===== src/logic/vdec_pkg.sv =====
package vdec_pkg;

  localparam int instr_w = 32;

  typedef logic [4:0] reg_idx_t;
  typedef logic [2:0] vsew_t;
  typedef logic [2:0] vlmul_t;

  typedef enum logic [6:0] {
    LOAD_FP   = 7'b0000111,
    STORE_FP  = 7'b0100111,
    VECTOR_OP = 7'b1010111
  } opcode_e;

  typedef enum logic [2:0] {
    OPIVV = 3'b000,
    OPFVV = 3'b001,
    OPMVV = 3'b010,
    OPIVI = 3'b011,
    OPIVX = 3'b100,
    OPFVF = 3'b101,
    OPMVX = 3'b110,
    OPCFG = 3'b111
  } vfunct3_e;

  // arithmetic layout
  typedef struct packed {
    logic [5:0] funct6;
    logic       vm;
    reg_idx_t   vs2;
    reg_idx_t   vs1;
    vfunct3_e   funct3;
    reg_idx_t   vd;
    opcode_e    opcode;
  } arith_fmt_t;

  // configuration layout, bit 30 doubles as zimm[10] and as second select bit
  typedef struct packed {
    logic        sel_hi;
    logic [10:0] zimm;
    reg_idx_t    rs1;
    vfunct3_e    funct3;
    reg_idx_t    rd;
    opcode_e     opcode;
  } cfg_fmt_t;

  typedef union packed {
    arith_fmt_t arith;
    cfg_fmt_t   cfg;
  } vinstr_u;

  typedef enum logic [5:0] {
    OP_VADD, OP_VSUB, OP_VRSUB, OP_VMINU, OP_VMIN, OP_VMAXU, OP_VMAX,
    OP_VAND, OP_VOR, OP_VXOR, OP_VMSEQ, OP_VMSNE, OP_VMSLTU, OP_VMSLT,
    OP_VSLL, OP_VSRL, OP_VSRA,
    OP_VREDSUM, OP_VREDAND, OP_VREDOR, OP_VREDXOR,
    OP_VMUL, OP_VMULH, OP_VMULHU, OP_VDIVU, OP_VDIV, OP_VREMU, OP_VREM,
    OP_VWADDU, OP_VWADD, OP_VWSUBU, OP_VWSUB,
    OP_CFG, OP_BAD
  } vop_e;

  typedef enum logic [2:0] {FU_ARITH, FU_RED, FU_MUL, FU_DIV, FU_CFG} fu_e;

  typedef enum logic [3:0] {
    ADD, SUB, AND, OR, XOR, SLL, SRL, SRA, COMP, MM, NONE
  } valu_e;

  typedef enum logic [1:0] {SRC_V, SRC_X, SRC_I} src_e;

  typedef enum logic [1:0] {NOT_CFG, VSETVLI, VSETIVLI, VSETVL} cfg_sel_e;

  // OPI space funct6
  localparam logic [5:0] F6_VADD   = 6'b000000;
  localparam logic [5:0] F6_VSUB   = 6'b000010;
  localparam logic [5:0] F6_VRSUB  = 6'b000011;
  localparam logic [5:0] F6_VMINU  = 6'b000100;
  localparam logic [5:0] F6_VMIN   = 6'b000101;
  localparam logic [5:0] F6_VMAXU  = 6'b000110;
  localparam logic [5:0] F6_VMAX   = 6'b000111;
  localparam logic [5:0] F6_VAND   = 6'b001001;
  localparam logic [5:0] F6_VOR    = 6'b001010;
  localparam logic [5:0] F6_VXOR   = 6'b001011;
  localparam logic [5:0] F6_VMSEQ  = 6'b011000;
  localparam logic [5:0] F6_VMSNE  = 6'b011001;
  localparam logic [5:0] F6_VMSLTU = 6'b011010;
  localparam logic [5:0] F6_VMSLT  = 6'b011011;
  localparam logic [5:0] F6_VSLL   = 6'b100101;
  localparam logic [5:0] F6_VSRL   = 6'b101000;
  localparam logic [5:0] F6_VSRA   = 6'b101001;

  // OPM space funct6
  localparam logic [5:0] F6_VREDSUM = 6'b000000;
  localparam logic [5:0] F6_VREDAND = 6'b000001;
  localparam logic [5:0] F6_VREDOR  = 6'b000010;
  localparam logic [5:0] F6_VREDXOR = 6'b000011;
  localparam logic [5:0] F6_VDIVU   = 6'b100000;
  localparam logic [5:0] F6_VDIV    = 6'b100001;
  localparam logic [5:0] F6_VREMU   = 6'b100010;
  localparam logic [5:0] F6_VREM    = 6'b100011;
  localparam logic [5:0] F6_VMULHU  = 6'b100100;
  localparam logic [5:0] F6_VMUL    = 6'b100101;
  localparam logic [5:0] F6_VMULH   = 6'b100111;
  localparam logic [5:0] F6_VWADDU  = 6'b110000;
  localparam logic [5:0] F6_VWADD   = 6'b110001;
  localparam logic [5:0] F6_VWSUBU  = 6'b110010;
  localparam logic [5:0] F6_VWSUB   = 6'b110011;

endpackage


===== src/logic/vdec_class.sv =====
`timescale 1ns/1ps

module vdec_class (
  input  vdec_pkg::vinstr_u  instr,
  output logic               is_opi,
  output logic               is_opm,
  output vdec_pkg::cfg_sel_e cfg_sel,
  output vdec_pkg::src_e     rs1_src,
  output vdec_pkg::reg_idx_t vd,
  output vdec_pkg::reg_idx_t vs1,
  output vdec_pkg::reg_idx_t vs2,
  output logic               vm,
  output logic [10:0]        zimm
);
  import vdec_pkg::*;

  logic     is_vec;
  logic     is_cfg;
  vfunct3_e f3;

  assign is_vec = (instr.arith.opcode == VECTOR_OP);
  assign f3     = instr.arith.funct3;
  assign is_opi = is_vec && (f3 inside {OPIVV, OPIVX, OPIVI});
  assign is_opm = is_vec && (f3 inside {OPMVV, OPMVX});
  assign is_cfg = (instr.cfg.opcode == VECTOR_OP) && (instr.cfg.funct3 == OPCFG);

  // form select on bits 31:30
  always_comb begin
    cfg_sel = NOT_CFG;
    if (is_cfg) begin
      case ({instr.cfg.sel_hi, instr.cfg.zimm[10]})
        2'b11:   cfg_sel = VSETIVLI;
        2'b10:   cfg_sel = VSETVL;
        default: cfg_sel = VSETVLI;
      endcase
    end
  end

  always_comb begin
    rs1_src = SRC_V;
    if (is_vec) begin
      case (f3)
        OPIVX, OPMVX: rs1_src = SRC_X;
        OPIVI:        rs1_src = SRC_I;
        // vsetivli carries uimm, the other two read x[rs1]
        OPCFG:        rs1_src = (cfg_sel == VSETIVLI) ? SRC_I : SRC_X;
        default:      rs1_src = SRC_V;
      endcase
    end
  end

  assign vd   = instr.arith.vd;
  assign vs1  = instr.arith.vs1;
  assign vs2  = instr.arith.vs2;
  assign vm   = instr.arith.vm;
  assign zimm = instr.cfg.zimm;

endmodule


===== src/logic/vdec_op_lookup.sv =====
`timescale 1ns/1ps

module vdec_op_lookup (
  input  logic               is_opi,
  input  logic               is_opm,
  input  vdec_pkg::vfunct3_e funct3,
  input  logic [5:0]         funct6,
  output vdec_pkg::vop_e     op
);
  import vdec_pkg::*;

  logic no_imm;
  logic no_vec;
  logic mvv;

  // narrower form sets within a category
  assign no_imm = (funct3 != OPIVI);
  assign no_vec = (funct3 != OPIVV);
  assign mvv    = (funct3 == OPMVV);

  always_comb begin
    op = OP_BAD;
    if (is_opi) begin
      case (funct6)
        F6_VADD:   op = OP_VADD;
        F6_VSUB:   op = no_imm ? OP_VSUB : OP_BAD;
        F6_VRSUB:  op = no_vec ? OP_VRSUB : OP_BAD;
        F6_VMINU:  op = no_imm ? OP_VMINU : OP_BAD;
        F6_VMIN:   op = no_imm ? OP_VMIN : OP_BAD;
        F6_VMAXU:  op = no_imm ? OP_VMAXU : OP_BAD;
        F6_VMAX:   op = no_imm ? OP_VMAX : OP_BAD;
        F6_VAND:   op = OP_VAND;
        F6_VOR:    op = OP_VOR;
        F6_VXOR:   op = OP_VXOR;
        F6_VMSEQ:  op = OP_VMSEQ;
        F6_VMSNE:  op = OP_VMSNE;
        F6_VMSLTU: op = no_imm ? OP_VMSLTU : OP_BAD;
        F6_VMSLT:  op = no_imm ? OP_VMSLT : OP_BAD;
        F6_VSLL:   op = OP_VSLL;
        F6_VSRL:   op = OP_VSRL;
        F6_VSRA:   op = OP_VSRA;
        default:   op = OP_BAD;
      endcase
    end else if (is_opm) begin
      case (funct6)
        // reductions only exist as .vs
        F6_VREDSUM: op = mvv ? OP_VREDSUM : OP_BAD;
        F6_VREDAND: op = mvv ? OP_VREDAND : OP_BAD;
        F6_VREDOR:  op = mvv ? OP_VREDOR : OP_BAD;
        F6_VREDXOR: op = mvv ? OP_VREDXOR : OP_BAD;
        F6_VDIVU:   op = OP_VDIVU;
        F6_VDIV:    op = OP_VDIV;
        F6_VREMU:   op = OP_VREMU;
        F6_VREM:    op = OP_VREM;
        F6_VMULHU:  op = OP_VMULHU;
        F6_VMUL:    op = OP_VMUL;
        F6_VMULH:   op = OP_VMULH;
        F6_VWADDU:  op = OP_VWADDU;
        F6_VWADD:   op = OP_VWADD;
        F6_VWSUBU:  op = OP_VWSUBU;
        F6_VWSUB:   op = OP_VWSUB;
        default:    op = OP_BAD;
      endcase
    end
  end

endmodule


===== src/logic/vdec_ctrl_gen.sv =====
`timescale 1ns/1ps

module vdec_ctrl_gen (
  input  logic               clk,
  input  logic               rst_n,
  input  logic               in_valid,
  input  vdec_pkg::vop_e     op,
  input  vdec_pkg::cfg_sel_e cfg_sel,
  input  vdec_pkg::src_e     rs1_src,
  input  vdec_pkg::reg_idx_t vd,
  input  vdec_pkg::reg_idx_t vs1,
  input  vdec_pkg::reg_idx_t vs2,
  input  logic               vm,
  input  logic               wide_ok,
  input  logic               vec_ok,
  output logic               out_valid,
  output vdec_pkg::vop_e     out_op,
  output logic               out_illegal,
  output vdec_pkg::fu_e      out_fu,
  output vdec_pkg::valu_e    out_aluop,
  output logic               out_signed,
  output logic               out_vd_widen,
  output logic               out_mask_result,
  output vdec_pkg::src_e     out_rs1_src,
  output vdec_pkg::reg_idx_t out_vd,
  output vdec_pkg::reg_idx_t out_vs1,
  output vdec_pkg::reg_idx_t out_vs2,
  output logic               out_vm
);
  import vdec_pkg::*;

  vop_e  dec_op;
  fu_e   fu;
  valu_e aluop;
  logic  is_signed;
  logic  widen;
  logic  mask_res;
  logic  illegal;

  assign dec_op = (cfg_sel != NOT_CFG) ? OP_CFG : op;

  always_comb begin
    case (dec_op)
      OP_VREDSUM, OP_VREDAND, OP_VREDOR, OP_VREDXOR:   fu = FU_RED;
      OP_VMUL, OP_VMULH, OP_VMULHU:                    fu = FU_MUL;
      OP_VDIVU, OP_VDIV, OP_VREMU, OP_VREM:            fu = FU_DIV;
      OP_CFG:                                          fu = FU_CFG;
      default:                                         fu = FU_ARITH;
    endcase
  end

  always_comb begin
    case (dec_op)
      OP_VADD, OP_VREDSUM, OP_VWADDU, OP_VWADD:        aluop = ADD;
      OP_VSUB, OP_VRSUB, OP_VWSUBU, OP_VWSUB:          aluop = SUB;
      OP_VAND, OP_VREDAND:                             aluop = AND;
      OP_VOR, OP_VREDOR:                               aluop = OR;
      OP_VXOR, OP_VREDXOR:                             aluop = XOR;
      OP_VSLL:                                         aluop = SLL;
      OP_VSRL:                                         aluop = SRL;
      OP_VSRA:                                         aluop = SRA;
      OP_VMSEQ, OP_VMSNE, OP_VMSLTU, OP_VMSLT:         aluop = COMP;
      OP_VMINU, OP_VMIN, OP_VMAXU, OP_VMAX:            aluop = MM;
      default:                                         aluop = NONE;
    endcase
  end

  // signed half of each signed/unsigned pair
  assign is_signed = dec_op inside {OP_VMIN, OP_VMAX, OP_VMSLT, OP_VSRA, OP_VWADD,
                                    OP_VWSUB, OP_VMULH, OP_VDIV, OP_VREM};
  assign widen     = dec_op inside {OP_VWADDU, OP_VWADD, OP_VWSUBU, OP_VWSUB};
  assign mask_res  = dec_op inside {OP_VMSEQ, OP_VMSNE, OP_VMSLTU, OP_VMSLT};

  // vtype checks use the state left by the previous config instruction
  assign illegal = (dec_op == OP_BAD) || ((dec_op != OP_CFG) && !vec_ok) ||
                   (widen && !wide_ok);

  always_ff @(posedge clk or negedge rst_n) begin
    if (!rst_n) begin
      out_valid <= 1'b0;
    end else begin
      out_valid <= in_valid;
    end
  end

  always_ff @(posedge clk) begin
    if (in_valid) begin
      out_op          <= dec_op;
      out_illegal     <= illegal;
      out_fu          <= fu;
      out_aluop       <= aluop;
      out_signed      <= is_signed;
      out_vd_widen    <= widen;
      out_mask_result <= mask_res;
      out_rs1_src     <= rs1_src;
      out_vd          <= vd;
      out_vs1         <= vs1;
      out_vs2         <= vs2;
      out_vm          <= vm;
    end
  end

endmodule


===== src/logic/vtype_cfg_reg.sv =====
`timescale 1ns/1ps

module vtype_cfg_reg #(
  parameter int elen = 32
) (
  input  logic               clk,
  input  logic               rst_n,
  input  logic               in_valid,
  input  vdec_pkg::cfg_sel_e cfg_sel,
  input  logic [10:0]        zimm,
  output vdec_pkg::vsew_t    vsew,
  output vdec_pkg::vlmul_t   vlmul,
  output logic               vill,
  output logic               wide_ok,
  output logic               vec_ok
);
  import vdec_pkg::*;

  // vsew code whose element width equals elen
  localparam vsew_t elen_sew = vsew_t'($clog2(elen / 8));

  logic   load;
  logic   rsvd_bits;
  logic   bad_cfg;
  vsew_t  new_sew;
  vlmul_t new_lmul;

  assign load     = in_valid && ((cfg_sel == VSETVLI) || (cfg_sel == VSETIVLI));
  assign new_lmul = zimm[2:0];
  assign new_sew  = zimm[5:3];

  // vsetivli only has ten zimm bits
  assign rsvd_bits = (cfg_sel == VSETIVLI) ? |zimm[9:8] : |zimm[10:8];
  assign bad_cfg   = rsvd_bits || (new_sew > elen_sew) || (new_lmul == 3'b100);

  always_ff @(posedge clk or negedge rst_n) begin
    if (!rst_n) begin
      vsew  <= '0;
      vlmul <= '0;
      vill  <= 1'b1;
    end else if (load) begin
      vsew  <= new_sew;
      vlmul <= new_lmul;
      vill  <= bad_cfg;
    end
  end

  assign wide_ok = (vsew < elen_sew) && !vill;
  assign vec_ok  = !vill;

endmodule


===== src/logic/vdec_top.sv =====
`timescale 1ns/1ps

module vdec_top #(
  parameter int elen = 32
) (
  input  logic                          clk,
  input  logic                          rst_n,
  input  logic                          in_valid,
  input  logic [vdec_pkg::instr_w-1:0]  instr,
  output logic                          out_valid,
  output vdec_pkg::vop_e                out_op,
  output logic                          out_illegal,
  output vdec_pkg::fu_e                 out_fu,
  output vdec_pkg::valu_e               out_aluop,
  output logic                          out_signed,
  output logic                          out_vd_widen,
  output logic                          out_mask_result,
  output vdec_pkg::src_e                out_rs1_src,
  output vdec_pkg::reg_idx_t            out_vd,
  output vdec_pkg::reg_idx_t            out_vs1,
  output vdec_pkg::reg_idx_t            out_vs2,
  output logic                          out_vm,
  output vdec_pkg::vsew_t               vsew,
  output vdec_pkg::vlmul_t              vlmul,
  output logic                          vill
);
  import vdec_pkg::*;

  vinstr_u     instr_u;
  logic        is_opi;
  logic        is_opm;
  cfg_sel_e    cfg_sel;
  src_e        rs1_src;
  reg_idx_t    vd;
  reg_idx_t    vs1;
  reg_idx_t    vs2;
  logic        vm;
  logic [10:0] zimm;
  vop_e        op;
  logic        wide_ok;
  logic        vec_ok;

  assign instr_u = instr;

  vdec_class i_vdec_class (
    .instr   (instr_u),
    .is_opi  (is_opi),
    .is_opm  (is_opm),
    .cfg_sel (cfg_sel),
    .rs1_src (rs1_src),
    .vd      (vd),
    .vs1     (vs1),
    .vs2     (vs2),
    .vm      (vm),
    .zimm    (zimm)
  );

  vdec_op_lookup i_vdec_op_lookup (
    .is_opi (is_opi),
    .is_opm (is_opm),
    .funct3 (instr_u.arith.funct3),
    .funct6 (instr_u.arith.funct6),
    .op     (op)
  );

  vtype_cfg_reg #(
    .elen (elen)
  ) i_vtype_cfg_reg (
    .clk      (clk),
    .rst_n    (rst_n),
    .in_valid (in_valid),
    .cfg_sel  (cfg_sel),
    .zimm     (zimm),
    .vsew     (vsew),
    .vlmul    (vlmul),
    .vill     (vill),
    .wide_ok  (wide_ok),
    .vec_ok   (vec_ok)
  );

  vdec_ctrl_gen i_vdec_ctrl_gen (
    .clk             (clk),
    .rst_n           (rst_n),
    .in_valid        (in_valid),
    .op              (op),
    .cfg_sel         (cfg_sel),
    .rs1_src         (rs1_src),
    .vd              (vd),
    .vs1             (vs1),
    .vs2             (vs2),
    .vm              (vm),
    .wide_ok         (wide_ok),
    .vec_ok          (vec_ok),
    .out_valid       (out_valid),
    .out_op          (out_op),
    .out_illegal     (out_illegal),
    .out_fu          (out_fu),
    .out_aluop       (out_aluop),
    .out_signed      (out_signed),
    .out_vd_widen    (out_vd_widen),
    .out_mask_result (out_mask_result),
    .out_rs1_src     (out_rs1_src),
    .out_vd          (out_vd),
    .out_vs1         (out_vs1),
    .out_vs2         (out_vs2),
    .out_vm          (out_vm)
  );

endmodule


===== config.mk =====
export PLATFORM = sky130hd
export DESIGN_NAME = vdec_top
export DESIGN_NICKNAME = d
export VERILOG_FILES = /design/src/logic/vdec_pkg.sv /design/src/logic/vdec_class.sv /design/src/logic/vdec_op_lookup.sv /design/src/logic/vdec_ctrl_gen.sv /design/src/logic/vtype_cfg_reg.sv /design/src/logic/vdec_top.sv
export SDC_FILE = /design/constraint.sdc
export NUM_CORES = 1
export LEC_CHECK = 0
export BUFFER_PORTS_ARGS = -buffer_cell sky130_fd_sc_hd__buf_4
export CAP_MARGIN = 0
export CORE_MARGIN = 8
export CORE_UTILIZATION = 50
export DETAILED_ROUTE_END_ITERATION = 8
export PLACE_DENSITY = 0.86
export SYNTH_ARGS = -nofsm -noshare
export SYNTH_HDL_FRONTEND = slang
export SYNTH_HIERARCHICAL = 1
export SYNTH_SLANG_ARGS = --single-unit
export TNS_END_PERCENT = 5

===== constraint.sdc =====
create_clock -name clk -period 2 [get_ports clk]
set_clock_uncertainty 0.1 [all_clocks]
set_input_delay 0.2 -clock clk [delete_from_list [all_inputs] [get_ports clk]]
set_output_delay 0.2 -clock clk [all_outputs]
set_load 0.005 [all_outputs]

==> Yosys cells after proc, flatten, opt, wreduce, memory -nomap -nowiden <==
Memories as Yosys holds them, arrays and structs flattened. A register that Yosys moved wholly into a read port is not among the register bits.
Cells that the tools add are included.
{ "classes": {"add_sub_neg": 0, "n_mul": 0, "n_div": 0, "order_cmp": 2, "eq_ne": 64, "n_shift": 0, "mux": 23, "bitwise_logic": 0, "reduce_logical": 29} }
{ "ops": {"columns": ["cell", "n"], "rows": [
  ["$eq A6 B5 Y1 const B", 20],
  ["$pmux W6 S17", 1],
  ["$eq A6 B6 Y1 const B", 15],
  ["$mux W6", 15],
  ["$pmux W6 S15", 1],
  ["$eq A6 B4 Y1 const B", 7],
  ["$eq A6 B3 Y1 const B", 6],
  ["$eq A3 B3 Y1 const B", 4],
  ["$eq A6 B2 Y1 const B", 2],
  ["$pmux W3 S4", 1],
  ["$reduce_bool A9 Y1", 1],
  ["$reduce_bool A4 Y1", 2],
  ["$reduce_or A4 Y1", 2],
  ["$eq A7 B7 Y1 const B", 1],
  ["$logic_and A1 B1 Y1", 7],
  ["$eq A2 B2 Y1 const B", 3],
  ["$eq A3 B2 Y1 const B", 2],
  ["$eq A6 B1 Y1 const B", 1],
  ["$logic_not A6 Y1", 1],
  ["$ne A6 B6 Y1 const B", 1],
  ["$pmux W2 S3", 1],
  ["$reduce_bool A3 Y1", 2],
  ["$reduce_or A3 Y1", 2],
  ["$logic_or A1 B1 Y1", 5],
  ["other kinds (11)", 15]
]} }
{ "totals": {"reg_bits": 39, "latch_bits": 0, "mem_bits_rw": 0, "mem_bits_ro": 128, "inputBits": 35, "word_cells": 134, "n_memories": 1} }
{ "mem_list": {"columns": ["name", "words", "width", "rd", "rd_clocked_by_memory_dff", "wr", "line_no", "text"], "rows": [
  ["(no name shown)", 32, 4, 1, 1, 0, "vdec_ctrl_gen.sv:53", "case (dec_op)"]
]} }

==> Depth between registers and ports, before layout <==
{ "depth": {"ltp_word": 10, "ltp_mapped": 13} }

==> By module <==
Netlist, hierarchy kept.
{ "by_module_without_submodules": {"columns": ["module", "instances", "cells_per_inst", "area_per_inst_um2", "seq_area_each_um2"], "rows": [
  ["vdec_ctrl_gen", 1, 121, 1700.4, 1076.0],
  ["vdec_op_lookup", 1, 102, 678.2, 0.0],
  ["vdec_class", 1, 43, 351.6, 0.0],
  ["vtype_cfg_reg", 1, 25, 350.3, 176.4]
]} }

==> Worst setup path after synthesis <==
Ideal clock, no wire load.
{ "synth_path": {"kind": "input to register", "from": "in instr[13] in the netlist's numbering", "to": "reg i_vdec_ctrl_gen.out_illegal (data pin)", "setup_time_ns": 0.274, "t_arrival_ns": 2.708, "t_required_ns": 1.626, "path_slack_ns": -1.083, "cell_stages": 12, "path_buffers": 0, "path_cell_list": "or2_2 -> a211oi_1 -> o21ai_1 -> or3_4 -> a41oi_4 -> a2bb2oi_2 -> nand2_1 -> inv_1 -> ha_1 -> or3_1 -> o2111ai_1 -> o221ai_1"} }
{ "synth_lines": {"columns": ["element", "line_no", "text"], "rows": [
  ["start, declared", "vdec_top.sv:9", "input logic [vdec_pkg::instr_w-1:0] instr,"],
  ["$eq A3 B3 Y1, or another cell as far along", "vdec_class.sv:23", "assign is_opi = is_vec && (f3 inside {OPIVV, OPIVX, OPIVI});"],
  ["$reduce_bool A3 Y1 (*)", "vdec_class.sv:23", null],
  ["$logic_and A1 B1 Y1 (*)", "vdec_class.sv:23", null],
  ["via is_opi", "vdec_top.sv:30", "logic is_opi;"],
  ["$mux W6 (*)", "vdec_op_lookup.sv:23", "if (is_opi) begin"],
  ["via op[0]", "vdec_top.sv:39", "vop_e op;"],
  ["$mux W6 (*)", "vdec_ctrl_gen.sv:40", "assign dec_op = (cfg_sel != NOT_CFG) ? OP_CFG : op;"],
  ["via i_vdec_ctrl_gen.dec_op[0]", "vdec_ctrl_gen.sv:32", "vop_e dec_op;"],
  ["$eq A6 B5 Y1 / $ne A6 B6 Y1 (equally long branches)", "vdec_ctrl_gen.sv:71, vdec_ctrl_gen.sv:75", null],
  ["$reduce_bool A4 Y1 / $logic_and A1 B1 Y1 (equally long branches)", "vdec_ctrl_gen.sv:71, vdec_ctrl_gen.sv:75", null],
  ["$logic_and A1 B1 Y1 / $logic_or A1 B1 Y1 (equally long branches)", "vdec_ctrl_gen.sv:76, vdec_ctrl_gen.sv:75", null],
  ["$logic_or A1 B1 Y1 (*)", "vdec_ctrl_gen.sv:75", "assign illegal = (dec_op == OP_BAD) || ((dec_op != OP_CFG) && !vec_ok) ||"],
  ["via i_vdec_ctrl_gen.illegal", "vdec_ctrl_gen.sv:38", "logic illegal;"],
  ["end signal, assigned", "vdec_ctrl_gen.sv:89", "out_illegal <= illegal;"],
  ["end, declared", "vdec_ctrl_gen.sv:18", "output logic out_illegal,"]
]} }
The timed path passes the listed nets; every way through them passes the cells marked *.
A chain may end at the register's enable or synchronous reset.

==> Worst setup path after layout <==
{ "layout_path": {"from": "in instr[12] in the netlist's numbering", "to": "reg i_vdec_ctrl_gen.out_illegal (data pin)"} }
The elaborated chain is that of the path after synthesis.

==> metrics <==
Peak Freq=359 MHz; dpl hpwl=6310 um; first-pass GRT wire length=15300 um; GRT Total Usage=0.217; pwr dens=a little under 500 nW/um2; row count=28; largest delay contributor family on the critical path=simple AND/OR/NAND/NOR gates; maximum number of pins on one net before global-route repair=27; Tmin final=around 2.8 ns; met2 Resource Use GR=0.374; Worst Path Required=1.95 ns; vias in the first global route=approximately 3000; number of CTS-inserted buffers=5; CP Class=input port to register; fillcell total=~340; slowest stage delay, CP=0.41 ns; GR peak layer=met2; Startpoint Class=input port; 1st-iter DRT viols=313; Layout Nets=465; LEAKAGE=just under 2 nW; mean area per synthesized cell=10.6 um2; Max clock buf depth=2; Slew @ Worst Pin=0.586 ns; Worst Path Arrival=2.74 ns; met1 GRT Util=0.248; 1st-pass router iterations=5; n_diodes=0; Clk Latency, worst-skew pair=0.31 ns; Hold Path Class=input port to async pin; setup ws final=-0.788 ns; largest fanout on the critical path=8; Synth Warn #=6; Placer Congestion=0.911; cells after synthesis=289; maximum capacitance violations=0; Sink Count=43; failing checks=setup timing; htree depth=2; Worst VDD drop=0.453 mV; status=finished, violations left; root buf cell=clkbuf_8; WL/cell=about 22 um; Clock transition at path regs=0.09 ns; total number of vias=3026; grt ovf=0; DRC=0; final setup fails=22; die area=8890 um2; relative slew slack=0.604; Die X=between 90 and 100 um; Cell Chain, Critical Path=buf_6, buf_6, nand3b_1, a211oi_4, o21ai_1, or3_4, a41oi_4, a2bb2oi_2, nand2_2, inv_4, ha_4, or3_4, o2111ai_4, o221ai_2; initial antenna violation count=0; core area=~5900 um2; grt met3 use=0.0432; CTS tree=yes; cell area after synthesis=3070 um2; Initial Util=0.518; Die H=94.3 um; Placement Setup Slack=-1.13 ns; CP max-delay cell=or3_4; Routed Antenna Nets=0; Fin. Hold Viols=0; RSZ-0062 raised after global routing=yes; Worst Setup End Kind=register; Net Count, Synth=between 300 and 400; I/O Buffers=77; post-route clock period utilization=1.39; Post-Route WL=10700 um; setup total negative slack=-8.62 ns; Layout area overhead=46.8%; layout cells sized above 1=0.518; Vias/cell=between 6 and 7; WP buf/inv=3; Final Slew Violations=0; io pins=between 70 and 80
-- flip-flops by register name, summed over array words and instances (netlist names), 2 cells and up --
| register | cells |
|---|---|
| i_vdec_ctrl_gen/out_vd | 5 |
| i_vdec_ctrl_gen/out_op | 6 |
| i_vdec_ctrl_gen/out_aluop | 4 |
| i_vdec_ctrl_gen/out_rs1_src | 2 |
| i_vtype_cfg_reg/vsew | 3 |
| i_vdec_ctrl_gen/out_vs2 | 5 |
| i_vtype_cfg_reg/vlmul | 3 |
| i_vdec_ctrl_gen/out_vs1 | 5 |
| i_vdec_ctrl_gen/out_fu | 3 |
-- worst reg2reg max path, stage by stage (launching register included) --
cell      delay [ns]
dfrtp_1         0.42
nor3_1          0.28
o221ai_2        0.14
-- routing by layer --
layer	vias up	share of wire	wire, um
met4	0	0.054	577
li1	1317	-	-
met1	1438	0.37	4020
met5	-	0	0
met3	54	0.084	899
met2	217	0.49	5250
-- worst paths after layout --
check | start | to | slack, ns | cells past startpoint
worst min-delay path | rst_n | i_vtype_cfg_reg/vlmul[1] | 0.14 | 2
worst max register to register | i_vtype_cfg_reg/vsew[1] | i_vdec_ctrl_gen/out_illegal | 0.81 | 2
max in group asynchronous | rst_n | i_vtype_cfg_reg/vill | 1.44 | 2
worst min register to register | i_vtype_cfg_reg/vlmul[2] | i_vtype_cfg_reg/vlmul[2] | 0.44 | 1
worst max-delay path | instr[12] | i_vdec_ctrl_gen/out_illegal | -0.79 | 14
min in group clk | in_valid | i_vdec_ctrl_gen/out_op[4] | 0.23 | 1
-- cell usage in the layout (no fill, tap or decap), types with 7 or more instances in the layout --
master and count:
a21oi_1 10, buf_4 145, dfrtp_1 7, buf_6 8, inv_1 14, o21ai_0 7, nand2_1 15, dlygate4sd3_1 17
edfxtp_1 35, nor2_1 16
-- cell type report --
class,count,area (um2),share of cell area
tap,75,93.8,0.0209
multi-input combinational,185,1610,0.358
sequential,43,1250,0.278
clock buffer,5,68.8,0.0153
inverter,16,62.6,0.0139
clock inverter,3,43.8,0.00973
timing repair buffer,171,1370,0.304
-- what timing repair did --
| action | in CTS | in global routing |
|---|---|---|
| gates resized for setup | 18 | 16 |
| hold endpoints to repair | 21 | 3 |
| hold buffers | 14 | 3 |
| buffers inserted | 2 | 0 |
| pin swaps | 10 | 6 |
| endpoints found under the setup margin | 21 | 23 |
-- where the power goes --
| group | internal (mW) | switching [mW] | total (mW) | leakage, nW |
|---|---|---|---|---|
| combinational | 0.224 | 0.196 | 0.420 | 1.44 |
| clock | 0.372 | 0.330 | 0.702 | 0.0581 |
| sequential | 1.02 | 0.0193 | 1.04 | 0.442 |
-- metrics by stage --
stage               utilization  hold WS (ns)  power [mW]  cell area [um2]  cells
CTS                       0.742      0.000737        2.10             4390    495
global placement          0.680       -0.0795        1.40             4030    471
floorplan                     -        -0.196        1.21             3100    289
finish                    0.760         0.140        2.16             4500    498
global route              0.760         0.142        2.23             4500    498
detailed placement        0.680       -0.0748        1.42             4030    471
(Power assumes the default switching activity.)
